**src/hw/clear_sync_pkg.sv**
```systemverilog
// ---------------------------------------------------------------------------
// shared definitions of the clear sequencer
// ---------------------------------------------------------------------------

package clear_sync_pkg;

  // phase of a clear sequence as it travels between the two sides
  // the order follows the sequence itself and ends back in idle
  typedef enum logic [1:0] {
    // isolate and clear both low, normal operation
    CLEAR_PHASE_IDLE       = 2'd0,
    // isolate high, the side has to stop all traffic and acknowledge
    CLEAR_PHASE_ISOLATE    = 2'd1,
    // isolate and clear high, the side wipes its state and acknowledges
    CLEAR_PHASE_CLEAR      = 2'd2,
    // clear low again while isolate stays high for one more phase
    CLEAR_PHASE_POST_CLEAR = 2'd3
  } clear_phase_e;

  // number of synchronizer flip-flops on each direction of the phase link
  // two is the usual choice for metastability settling, more only adds latency
  parameter int unsigned DefaultSyncStages = 2;

endpackage

```
**src/hw/clear_initiator.sv**
```systemverilog
`timescale 1ns/1ps

// ---------------------------------------------------------------------------
// initiator of a clear sequence on one side
// ---------------------------------------------------------------------------

module clear_initiator (
  input  logic                         clk_i,
  input  logic                         rst_ni,
  input  logic                         clear_i,
  input  logic                         isolate_ack_i,
  input  logic                         clear_ack_i,
  input  logic                         phase_ready_i,
  output logic                         phase_valid_o,
  output clear_sync_pkg::clear_phase_e phase_o,
  output logic                         isolate_o,
  output logic                         clear_o
);
  import clear_sync_pkg::*;

  // the isolate and clear phases each have two wait states, because the
  // local ack and the remote phase handshake can finish in either order
  typedef enum logic [3:0] {
    INIT_IDLE,
    INIT_ISOLATE,
    INIT_WAIT_ISOLATE_ACK,
    INIT_WAIT_ISOLATE_PHASE,
    INIT_CLEAR,
    INIT_WAIT_CLEAR_ACK,
    INIT_WAIT_CLEAR_PHASE,
    INIT_POST_CLEAR,
    INIT_FINISHED
  } init_state_e;

  init_state_e state_d, state_q;

  always_comb begin
    state_d       = state_q;
    phase_valid_o = 1'b0;
    phase_o       = CLEAR_PHASE_IDLE;
    isolate_o     = 1'b0;
    clear_o       = 1'b0;

    case (state_q)
      // clear_i is only looked at here, so a pulse during a running
      // sequence is dropped
      INIT_IDLE: begin
        if (clear_i) begin
          state_d = INIT_ISOLATE;
        end
      end

      INIT_ISOLATE: begin
        phase_valid_o = 1'b1;
        phase_o       = CLEAR_PHASE_ISOLATE;
        isolate_o     = 1'b1;
        if (phase_ready_i && isolate_ack_i) begin
          state_d = INIT_CLEAR;
        end else if (phase_ready_i) begin
          state_d = INIT_WAIT_ISOLATE_ACK;
        end else if (isolate_ack_i) begin
          state_d = INIT_WAIT_ISOLATE_PHASE;
        end
      end

      // remote side already isolated, only the local ack is missing
      INIT_WAIT_ISOLATE_ACK: begin
        isolate_o = 1'b1;
        if (isolate_ack_i) begin
          state_d = INIT_CLEAR;
        end
      end

      // local side isolated, the phase is still on its way over
      INIT_WAIT_ISOLATE_PHASE: begin
        phase_valid_o = 1'b1;
        phase_o       = CLEAR_PHASE_ISOLATE;
        isolate_o     = 1'b1;
        if (phase_ready_i) begin
          state_d = INIT_CLEAR;
        end
      end

      INIT_CLEAR: begin
        phase_valid_o = 1'b1;
        phase_o       = CLEAR_PHASE_CLEAR;
        isolate_o     = 1'b1;
        clear_o       = 1'b1;
        if (phase_ready_i && clear_ack_i) begin
          state_d = INIT_POST_CLEAR;
        end else if (phase_ready_i) begin
          state_d = INIT_WAIT_CLEAR_ACK;
        end else if (clear_ack_i) begin
          state_d = INIT_WAIT_CLEAR_PHASE;
        end
      end

      INIT_WAIT_CLEAR_ACK: begin
        isolate_o = 1'b1;
        clear_o   = 1'b1;
        if (clear_ack_i) begin
          state_d = INIT_POST_CLEAR;
        end
      end

      INIT_WAIT_CLEAR_PHASE: begin
        phase_valid_o = 1'b1;
        phase_o       = CLEAR_PHASE_CLEAR;
        isolate_o     = 1'b1;
        clear_o       = 1'b1;
        if (phase_ready_i) begin
          state_d = INIT_POST_CLEAR;
        end
      end

      // clear drops here while isolate is held for the rest of the sequence
      INIT_POST_CLEAR: begin
        phase_valid_o = 1'b1;
        phase_o       = CLEAR_PHASE_POST_CLEAR;
        isolate_o     = 1'b1;
        if (phase_ready_i) begin
          state_d = INIT_FINISHED;
        end
      end

      // isolate only falls once the remote side has taken the idle phase
      INIT_FINISHED: begin
        phase_valid_o = 1'b1;
        phase_o       = CLEAR_PHASE_IDLE;
        isolate_o     = 1'b1;
        if (phase_ready_i) begin
          state_d = INIT_IDLE;
        end
      end

      default: begin
        state_d = INIT_IDLE;
      end
    endcase
  end

  always_ff @(posedge clk_i or negedge rst_ni) begin
    if (!rst_ni) begin
      state_q <= INIT_IDLE;
    end else begin
      state_q <= state_d;
    end
  end

  // isolate covers every cycle of clear and outlasts it by at least a cycle
  a_clear_inside_isolate : assert property (
    @(posedge clk_i) disable iff (!rst_ni)
    clear_o |-> isolate_o ##1 isolate_o
  );

endmodule

```
**src/hw/clear_phase_rx.sv**
```systemverilog
`timescale 1ns/1ps

// ---------------------------------------------------------------------------
// receiving half of the four-phase phase link
// ---------------------------------------------------------------------------

module clear_phase_rx #(
  parameter int unsigned SyncStages = clear_sync_pkg::DefaultSyncStages
) (
  input  logic                         clk_i,
  input  logic                         rst_ni,
  input  logic                         async_req_i,
  input  clear_sync_pkg::clear_phase_e async_phase_i,
  output logic                         async_ack_o,
  output logic                         phase_valid_o,
  output clear_sync_pkg::clear_phase_e phase_o,
  input  logic                         phase_accept_i
);
  import clear_sync_pkg::*;

  logic [SyncStages-1:0] req_sync_q;
  logic                  req_seen;
  logic                  valid_q;
  logic                  ack_q;
  logic                  load;
  logic                  take;
  clear_phase_e          phase_q;

  always_ff @(posedge clk_i or negedge rst_ni) begin
    if (!rst_ni) begin
      req_sync_q <= '0;
    end else begin
      req_sync_q[0] <= async_req_i;
      for (int i = 1; i < SyncStages; i++) begin
        req_sync_q[i] <= req_sync_q[i-1];
      end
    end
  end

  assign req_seen = req_sync_q[SyncStages-1];

  // a new word is loaded once per request, ack_q blocks a second load
  // until the sender has dropped req
  assign load = req_seen && !valid_q && !ack_q;
  assign take = valid_q && phase_accept_i;

  always_ff @(posedge clk_i or negedge rst_ni) begin
    if (!rst_ni) begin
      valid_q <= 1'b0;
      ack_q   <= 1'b0;
    end else begin
      if (load) begin
        valid_q <= 1'b1;
      end else if (take) begin
        valid_q <= 1'b0;
      end
      // ack rises on accept and falls once the synchronized req is gone
      if (take) begin
        ack_q <= 1'b1;
      end else if (!req_seen) begin
        ack_q <= 1'b0;
      end
    end
  end

  // the word has been stable for SyncStages cycles by the time req is seen
  always_ff @(posedge clk_i) begin
    if (load) begin
      phase_q <= async_phase_i;
    end
  end

  assign async_ack_o   = ack_q;
  assign phase_valid_o = valid_q;
  assign phase_o       = phase_q;

endmodule

```
**src/hw/clear_phase_tx.sv**
```systemverilog
`timescale 1ns/1ps

// ---------------------------------------------------------------------------
// sending half of the four-phase phase link
// ---------------------------------------------------------------------------

module clear_phase_tx #(
  parameter int unsigned SyncStages = clear_sync_pkg::DefaultSyncStages
) (
  input  logic                         clk_i,
  input  logic                         rst_ni,
  input  logic                         phase_valid_i,
  input  clear_sync_pkg::clear_phase_e phase_i,
  output logic                         phase_ready_o,
  output logic                         async_req_o,
  output clear_sync_pkg::clear_phase_e async_phase_o,
  input  logic                         async_ack_i
);
  import clear_sync_pkg::*;

  typedef enum logic [1:0] {
    TX_IDLE,
    TX_REQ,
    TX_RELEASE
  } tx_state_e;

  tx_state_e             state_q;
  logic                  req_q;
  logic [SyncStages-1:0] ack_sync_q;
  logic                  ack_seen;
  logic                  load;
  clear_phase_e          phase_q;

  // the ack comes from the far side and goes through a plain flop chain
  always_ff @(posedge clk_i or negedge rst_ni) begin
    if (!rst_ni) begin
      ack_sync_q <= '0;
    end else begin
      ack_sync_q[0] <= async_ack_i;
      for (int i = 1; i < SyncStages; i++) begin
        ack_sync_q[i] <= ack_sync_q[i-1];
      end
    end
  end

  assign ack_seen = ack_sync_q[SyncStages-1];
  assign load     = (state_q == TX_IDLE) && phase_valid_i;

  // req has its own flop so that the crossing never sees a state decode
  always_ff @(posedge clk_i or negedge rst_ni) begin
    if (!rst_ni) begin
      state_q <= TX_IDLE;
      req_q   <= 1'b0;
    end else begin
      case (state_q)
        TX_IDLE: begin
          if (phase_valid_i) begin
            state_q <= TX_REQ;
            req_q   <= 1'b1;
          end
        end
        TX_REQ: begin
          if (ack_seen) begin
            state_q <= TX_RELEASE;
            req_q   <= 1'b0;
          end
        end
        TX_RELEASE: begin
          if (!ack_seen) begin
            state_q <= TX_IDLE;
          end
        end
        default: begin
          state_q <= TX_IDLE;
          req_q   <= 1'b0;
        end
      endcase
    end
  end

  // phase word is captured together with the rising req
  always_ff @(posedge clk_i) begin
    if (load) begin
      phase_q <= phase_i;
    end
  end

  assign async_req_o   = req_q;
  assign async_phase_o = phase_q;

  // done only after the ack has fallen again, so no phase is left in flight
  assign phase_ready_o = (state_q == TX_RELEASE) && !ack_seen;

  // the far side samples the word at any time while req is high
  a_phase_stable : assert property (
    @(posedge clk_i) disable iff (!rst_ni)
    async_req_o && $past(async_req_o) |-> $stable(async_phase_o)
  );

endmodule

```
**src/hw/clear_receiver.sv**
```systemverilog
`timescale 1ns/1ps

// ---------------------------------------------------------------------------
// receiver that mirrors the phases of the remote initiator
// ---------------------------------------------------------------------------

module clear_receiver (
  input  logic                         clk_i,
  input  logic                         rst_ni,
  input  logic                         phase_valid_i,
  input  clear_sync_pkg::clear_phase_e phase_i,
  output logic                         phase_accept_o,
  input  logic                         isolate_ack_i,
  input  logic                         clear_ack_i,
  output logic                         isolate_o,
  output logic                         clear_o
);
  import clear_sync_pkg::*;

  // last phase that was accepted from the remote side
  clear_phase_e phase_q;

  always_ff @(posedge clk_i or negedge rst_ni) begin
    if (!rst_ni) begin
      phase_q <= CLEAR_PHASE_IDLE;
    end else if (phase_valid_i && phase_accept_o) begin
      phase_q <= phase_i;
    end
  end

  always_comb begin
    isolate_o      = 1'b0;
    clear_o        = 1'b0;
    phase_accept_o = 1'b0;

    if (phase_valid_i) begin
      // a pending phase drives the outputs at once, the accept waits for
      // the local side to confirm where that is needed
      case (phase_i)
        CLEAR_PHASE_IDLE: begin
          phase_accept_o = 1'b1;
        end
        CLEAR_PHASE_ISOLATE: begin
          isolate_o      = 1'b1;
          phase_accept_o = isolate_ack_i;
        end
        CLEAR_PHASE_CLEAR: begin
          isolate_o      = 1'b1;
          clear_o        = 1'b1;
          phase_accept_o = clear_ack_i;
        end
        CLEAR_PHASE_POST_CLEAR: begin
          isolate_o      = 1'b1;
          phase_accept_o = 1'b1;
        end
        default: begin
          phase_accept_o = 1'b0;
        end
      endcase
    end else begin
      // nothing offered, hold the levels of the last accepted phase
      case (phase_q)
        CLEAR_PHASE_ISOLATE: begin
          isolate_o = 1'b1;
        end
        CLEAR_PHASE_CLEAR: begin
          isolate_o = 1'b1;
          clear_o   = 1'b1;
        end
        CLEAR_PHASE_POST_CLEAR: begin
          isolate_o = 1'b1;
        end
        default: begin
          isolate_o = 1'b0;
        end
      endcase
    end
  end

endmodule

```
**src/hw/clear_sync.sv**
```systemverilog
`timescale 1ns/1ps

// ---------------------------------------------------------------------------
// clear sequencer for both sides of a crossing
// ---------------------------------------------------------------------------

module clear_sync #(
  parameter int unsigned SyncStages = clear_sync_pkg::DefaultSyncStages
) (
  input  logic clk_i,
  input  logic rst_ni,
  input  logic a_clear_i,
  input  logic a_isolate_ack_i,
  input  logic a_clear_ack_i,
  output logic a_isolate_o,
  output logic a_clear_o,
  input  logic b_clear_i,
  input  logic b_isolate_ack_i,
  input  logic b_clear_ack_i,
  output logic b_isolate_o,
  output logic b_clear_o
);
  import clear_sync_pkg::*;

  // side-local wiring between initiator and transmitter
  logic         a_init_valid, a_init_ready, a_init_isolate, a_init_clear;
  logic         b_init_valid, b_init_ready, b_init_isolate, b_init_clear;
  clear_phase_e a_init_phase, b_init_phase;

  // side-local wiring between receiving link half and receiver
  logic         a_rcv_valid, a_rcv_accept, a_rcv_isolate, a_rcv_clear;
  logic         b_rcv_valid, b_rcv_accept, b_rcv_isolate, b_rcv_clear;
  clear_phase_e a_rcv_phase, b_rcv_phase;

  // the crossing itself, one four-phase link in each direction
  logic         a2b_req, b2a_ack, b2a_req, a2b_ack;
  clear_phase_e a2b_phase, b2a_phase;

  // ---------------------------------------------------------------------------
  // side a
  // ---------------------------------------------------------------------------

  clear_initiator i_a_init (
    .clk_i         (clk_i),
    .rst_ni        (rst_ni),
    .clear_i       (a_clear_i),
    .isolate_ack_i (a_isolate_ack_i),
    .clear_ack_i   (a_clear_ack_i),
    .phase_ready_i (a_init_ready),
    .phase_valid_o (a_init_valid),
    .phase_o       (a_init_phase),
    .isolate_o     (a_init_isolate),
    .clear_o       (a_init_clear)
  );

  clear_phase_tx #(.SyncStages(SyncStages)) i_a_tx (
    .clk_i         (clk_i),
    .rst_ni        (rst_ni),
    .phase_valid_i (a_init_valid),
    .phase_i       (a_init_phase),
    .phase_ready_o (a_init_ready),
    .async_req_o   (a2b_req),
    .async_phase_o (a2b_phase),
    .async_ack_i   (b2a_ack)
  );

  // takes the phases that side b sends over
  clear_phase_rx #(.SyncStages(SyncStages)) i_a_rx (
    .clk_i          (clk_i),
    .rst_ni         (rst_ni),
    .async_req_i    (b2a_req),
    .async_phase_i  (b2a_phase),
    .async_ack_o    (a2b_ack),
    .phase_valid_o  (a_rcv_valid),
    .phase_o        (a_rcv_phase),
    .phase_accept_i (a_rcv_accept)
  );

  clear_receiver i_a_rcv (
    .clk_i          (clk_i),
    .rst_ni         (rst_ni),
    .phase_valid_i  (a_rcv_valid),
    .phase_i        (a_rcv_phase),
    .phase_accept_o (a_rcv_accept),
    .isolate_ack_i  (a_isolate_ack_i),
    .clear_ack_i    (a_clear_ack_i),
    .isolate_o      (a_rcv_isolate),
    .clear_o        (a_rcv_clear)
  );

  // ---------------------------------------------------------------------------
  // side b, the mirror of side a
  // ---------------------------------------------------------------------------

  clear_initiator i_b_init (
    .clk_i         (clk_i),
    .rst_ni        (rst_ni),
    .clear_i       (b_clear_i),
    .isolate_ack_i (b_isolate_ack_i),
    .clear_ack_i   (b_clear_ack_i),
    .phase_ready_i (b_init_ready),
    .phase_valid_o (b_init_valid),
    .phase_o       (b_init_phase),
    .isolate_o     (b_init_isolate),
    .clear_o       (b_init_clear)
  );

  clear_phase_tx #(.SyncStages(SyncStages)) i_b_tx (
    .clk_i         (clk_i),
    .rst_ni        (rst_ni),
    .phase_valid_i (b_init_valid),
    .phase_i       (b_init_phase),
    .phase_ready_o (b_init_ready),
    .async_req_o   (b2a_req),
    .async_phase_o (b2a_phase),
    .async_ack_i   (a2b_ack)
  );

  clear_phase_rx #(.SyncStages(SyncStages)) i_b_rx (
    .clk_i          (clk_i),
    .rst_ni         (rst_ni),
    .async_req_i    (a2b_req),
    .async_phase_i  (a2b_phase),
    .async_ack_o    (b2a_ack),
    .phase_valid_o  (b_rcv_valid),
    .phase_o        (b_rcv_phase),
    .phase_accept_i (b_rcv_accept)
  );

  clear_receiver i_b_rcv (
    .clk_i          (clk_i),
    .rst_ni         (rst_ni),
    .phase_valid_i  (b_rcv_valid),
    .phase_i        (b_rcv_phase),
    .phase_accept_o (b_rcv_accept),
    .isolate_ack_i  (b_isolate_ack_i),
    .clear_ack_i    (b_clear_ack_i),
    .isolate_o      (b_rcv_isolate),
    .clear_o        (b_rcv_clear)
  );

  // either source may own the outputs, so two sequences started at the
  // same time still give one clean isolate and clear envelope per side
  assign a_isolate_o = a_init_isolate | a_rcv_isolate;
  assign a_clear_o   = a_init_clear | a_rcv_clear;
  assign b_isolate_o = b_init_isolate | b_rcv_isolate;
  assign b_clear_o   = b_init_clear | b_rcv_clear;

endmodule

```
**config.mk**
```make
export PLATFORM = sky130hd
export DESIGN_NAME = clear_sync
export DESIGN_NICKNAME = d
export VERILOG_FILES = /design/src/hw/clear_sync_pkg.sv /design/src/hw/clear_initiator.sv /design/src/hw/clear_phase_rx.sv /design/src/hw/clear_phase_tx.sv /design/src/hw/clear_receiver.sv /design/src/hw/clear_sync.sv
export SDC_FILE = /design/constraint.sdc
export NUM_CORES = 1
export LEC_CHECK = 0
export BUFFER_PORTS_ARGS = -buffer_cell sky130_fd_sc_hd__buf_2
export CORE_MARGIN = 10
export CORE_UTILIZATION = 55
export CTS_CLUSTER_DIAMETER = 80
export DETAILED_ROUTE_END_ITERATION = 7
export PLACE_DENSITY = 0.78
export SLEW_MARGIN = 20
export SYNTH_ARGS = -nofsm -noshare
export SYNTH_HDL_FRONTEND = slang
export SYNTH_SLANG_ARGS = --single-unit
```
**constraint.sdc**
```tcl
create_clock -name clk_i -period 2.4 [get_ports clk_i]
set_clock_uncertainty 0.1 [all_clocks]
set_input_delay 0.24 -clock clk_i [delete_from_list [all_inputs] [get_ports clk_i]]
set_output_delay 0.24 -clock clk_i [all_outputs]
set_load 0.01 [all_outputs]
```
==> results.tsv <==
metric	value	unit
n_antenna_cell	0	
synth_fa_ha_area_share	4.42	%
cts_resized	0	
fillers	294	
cp-start-kind	register	
grt_pass1_wl	6.04	mm
cp_max_fo	10	
rsz0062_at_grt	false	
routed_wl	3.46	mm
synthMuxAreaShare	3.90	%
synth_flop_cell	dfrtp_1	
dr.pass1.iters	4	
area_delta_synth_final	6.63	%
cts_tree	done	
worstPathArrival	1.82	ns
clk_latency	0.34	ns
synth_nets	198	
pin_count	12	
setup_slack	0.480	ns
initial_core_util	57.3	%
fin_crit	1.92	ns
vias	1379	
peakVddDrop	0.000606	V
p_leak	0.878	nW
syn_avg_cell_area	10.5	um2
slew_violations	0	
finalHoldViolations	0	
vias_per_cell	5.72	
drc	0	
cts-root-buf	clkbuf_4	
power_density	1270	nW/um2
portBuffers	11	
gr-total-overflow	0	
yosysWarnings	0	
numCtsBuffers	5	
rows	21	
path_clk_slew	0.11	ns
outcome	complete, no violations	
yosys.area_share.simple	19.6	%
fin_util	61.0	%
die-area	6270	um2
hold_path.class	in -> reg	
fp.coreArea	3360	um2
path_class	reg -> reg	
reg2reg_from	i_b_init.state_q[2]	
multiInputGateArea	871	um2
min_path_cells	4	
period_share	80.0	%
synth_area_leader_cell	dfrtp_1	
synth_top_family_by_area	simple AND/OR/NAND/NOR gates	
max_slew.worst_pin.slew	0.662	ns
syn_inst	184	
r2r_slack	0.48	ns
place.gp.congestion	0.904	
die_width	79.2	um
min_to	i_a_init.state_q[0]	
yosysMostFrequentCell	dfrtp_1	
ys_async_sr_fraction	78.9	%
power	2.62	mW
tns	0	ns
post_drt_wl_per_cell	14.3	um
worstHoldStart	a_clear_i	
grt_max_degree	31	
htreeDepth	2	
grt_pass1_vias	1384	
endpoint_kind	register	
synth_area_leaders	dfrtp_1 (39%), edfxtp_1 (12%), nand2_1 (4.5%), ha_1 (3.9%), mux2_2 (2.3%)	
maxSlewHeadroom	55.9	%
cts.sinks	38	
synth_edf_count	8	
drtIter0Drc	94	
ant_nets	0	
synth-seq-cells	38	
antenna_found_initial	0	
ys_seq_area_share	51.5	%
synth_area	1930	um2
dp.cells	232	
r2r-end	i_b_tx.async_phase_o[0]	
fmax	0.521	GHz
die_h	79.2	um
layout-drive-gt1-share	14.4	%
seqCellArea	991	um2
cts_max_path_buffers	2	
yosysTopAreaCellShare	39.0	%
yosys-top-cells-count	dfrtp_1 (30), nand2_1 (23), nor2_1 (10)	
synth_xor_area_share	0.910	%
grt_use_total	11.8	%
dp_hpwl	2.43	mm
netlist-cell-type-count	45	
setup_viol	0	
crit_required	2.30	ns
reg2regPathDepth	3	
synth_compound_area_share	16.4	%
maxCapViolCount	0	
top_regs	i_a_init.state_q x4, i_b_init.state_q x4	
stdcell_count	241	
dp_slack	0.505	ns
nets	208	
-- stage by stage --
| stage | hold slack [ns] | cell area, um2 |
|---|---|---|
| CTS | 0.143 | 2050 |
| global placement | 0.206 | 1990 |
| detailed placement | 0.219 | 1990 |
| finish | 0.157 | 2050 |
| floorplan | -0.156 | 1930 |
| global route | 0.154 | 2050 |
-- metal layers --
| layer | GRT usage (%) | part of all wire, % | up-vias |
|---|---|---|---|
| met5 | 0 | 0 | - |
| met4 | 5.38 | 1.7 | 0 |
| met2 | 19.2 | 47 | 26 |
| li1 | - | - | 673 |
| met3 | 4.84 | 4.9 | 8 |
| met1 | 13.3 | 46 | 672 |
-- cell families (layout without fill, tap and decap cells) --
kind of cell / count (synthesis) / after routing
buffers and inverters: 14 / 25
XOR/XNOR: 2 / 2
AND/OR/NAND/NOR: 71 / 71
flip-flops: 38 / 38
adder cells (fa/ha/maj): 7 / 7
AO/OA/AOI/OAI: 45 / 45
multiplexers: 7 / 7
-- critical path, cell delays in order (launching register included) --
cell	delay, ns
dfrtp_1	0.49
nor2b_1	0.19
a211o_1	0.29
a211oi_1	0.50
-- timing repair --
item,in CTS,in global routing
endpoints found under the hold margin,30,0
setup buffers,0,0
hold buffers,1,0
-- cells in the final DEF (no fill, tap or decap), types with 4 or more instances in the layout --
cell	synthesis	routed
mux2_2	4	4
a21oi_1	7	7
buf_2	0	11
clkbuf_4	0	5
and2_1	4	4
nor3b_1	4	4
nand2_1	23	23
nand2b_1	6	6
inv_1	5	5
o21ai_0	7	7
nor2b_1	7	7
nor2_1	10	10
dfrtp_1	30	30
edfxtp_1	8	8
o31ai_1	5	5
ha_1	6	6
-- how the worst max path moves through the flow --
stage / start / endpoint / slack (ns) / depth (start not counted)
after detailed placement: i_b_init.state_q[2] / i_b_tx.async_phase_o[0] / 0.51 / 3
final: i_b_init.state_q[2] / i_b_tx.async_phase_o[0] / 0.48 / 3
after global routing: i_a_init.state_q[0] / a_isolate_o / 0.32 / 4
after global placement: i_b_init.state_q[2] / i_b_tx.async_phase_o[1] / 0.56 / 3
after CTS: i_a_init.state_q[0] / a_isolate_o / 0.46 / 4
after floorplan: i_b_init.state_q[2] / i_b_tx.async_phase_o[0] / 0.56 / 4
-- report_power, final --
group / switching [mW] / internal, mW
logic: 0.478 / 0.503
registers: 0.327 / 0.995
clock network: 0.202 / 0.110
total: 1.01 / 1.61
-- final cells by class --
class / count / share of cell area, %
multi-input cells: 132 / 42.4
repair buffers: 12 / 3.17
inverters: 5 / 0.914
clock buffers: 6 / 2.01
well taps: 46 / 2.80
flip-flops and latches: 38 / 48.3
clock inverters: 2 / 0.427
Note: power is estimated with default switching activity, not from simulation.
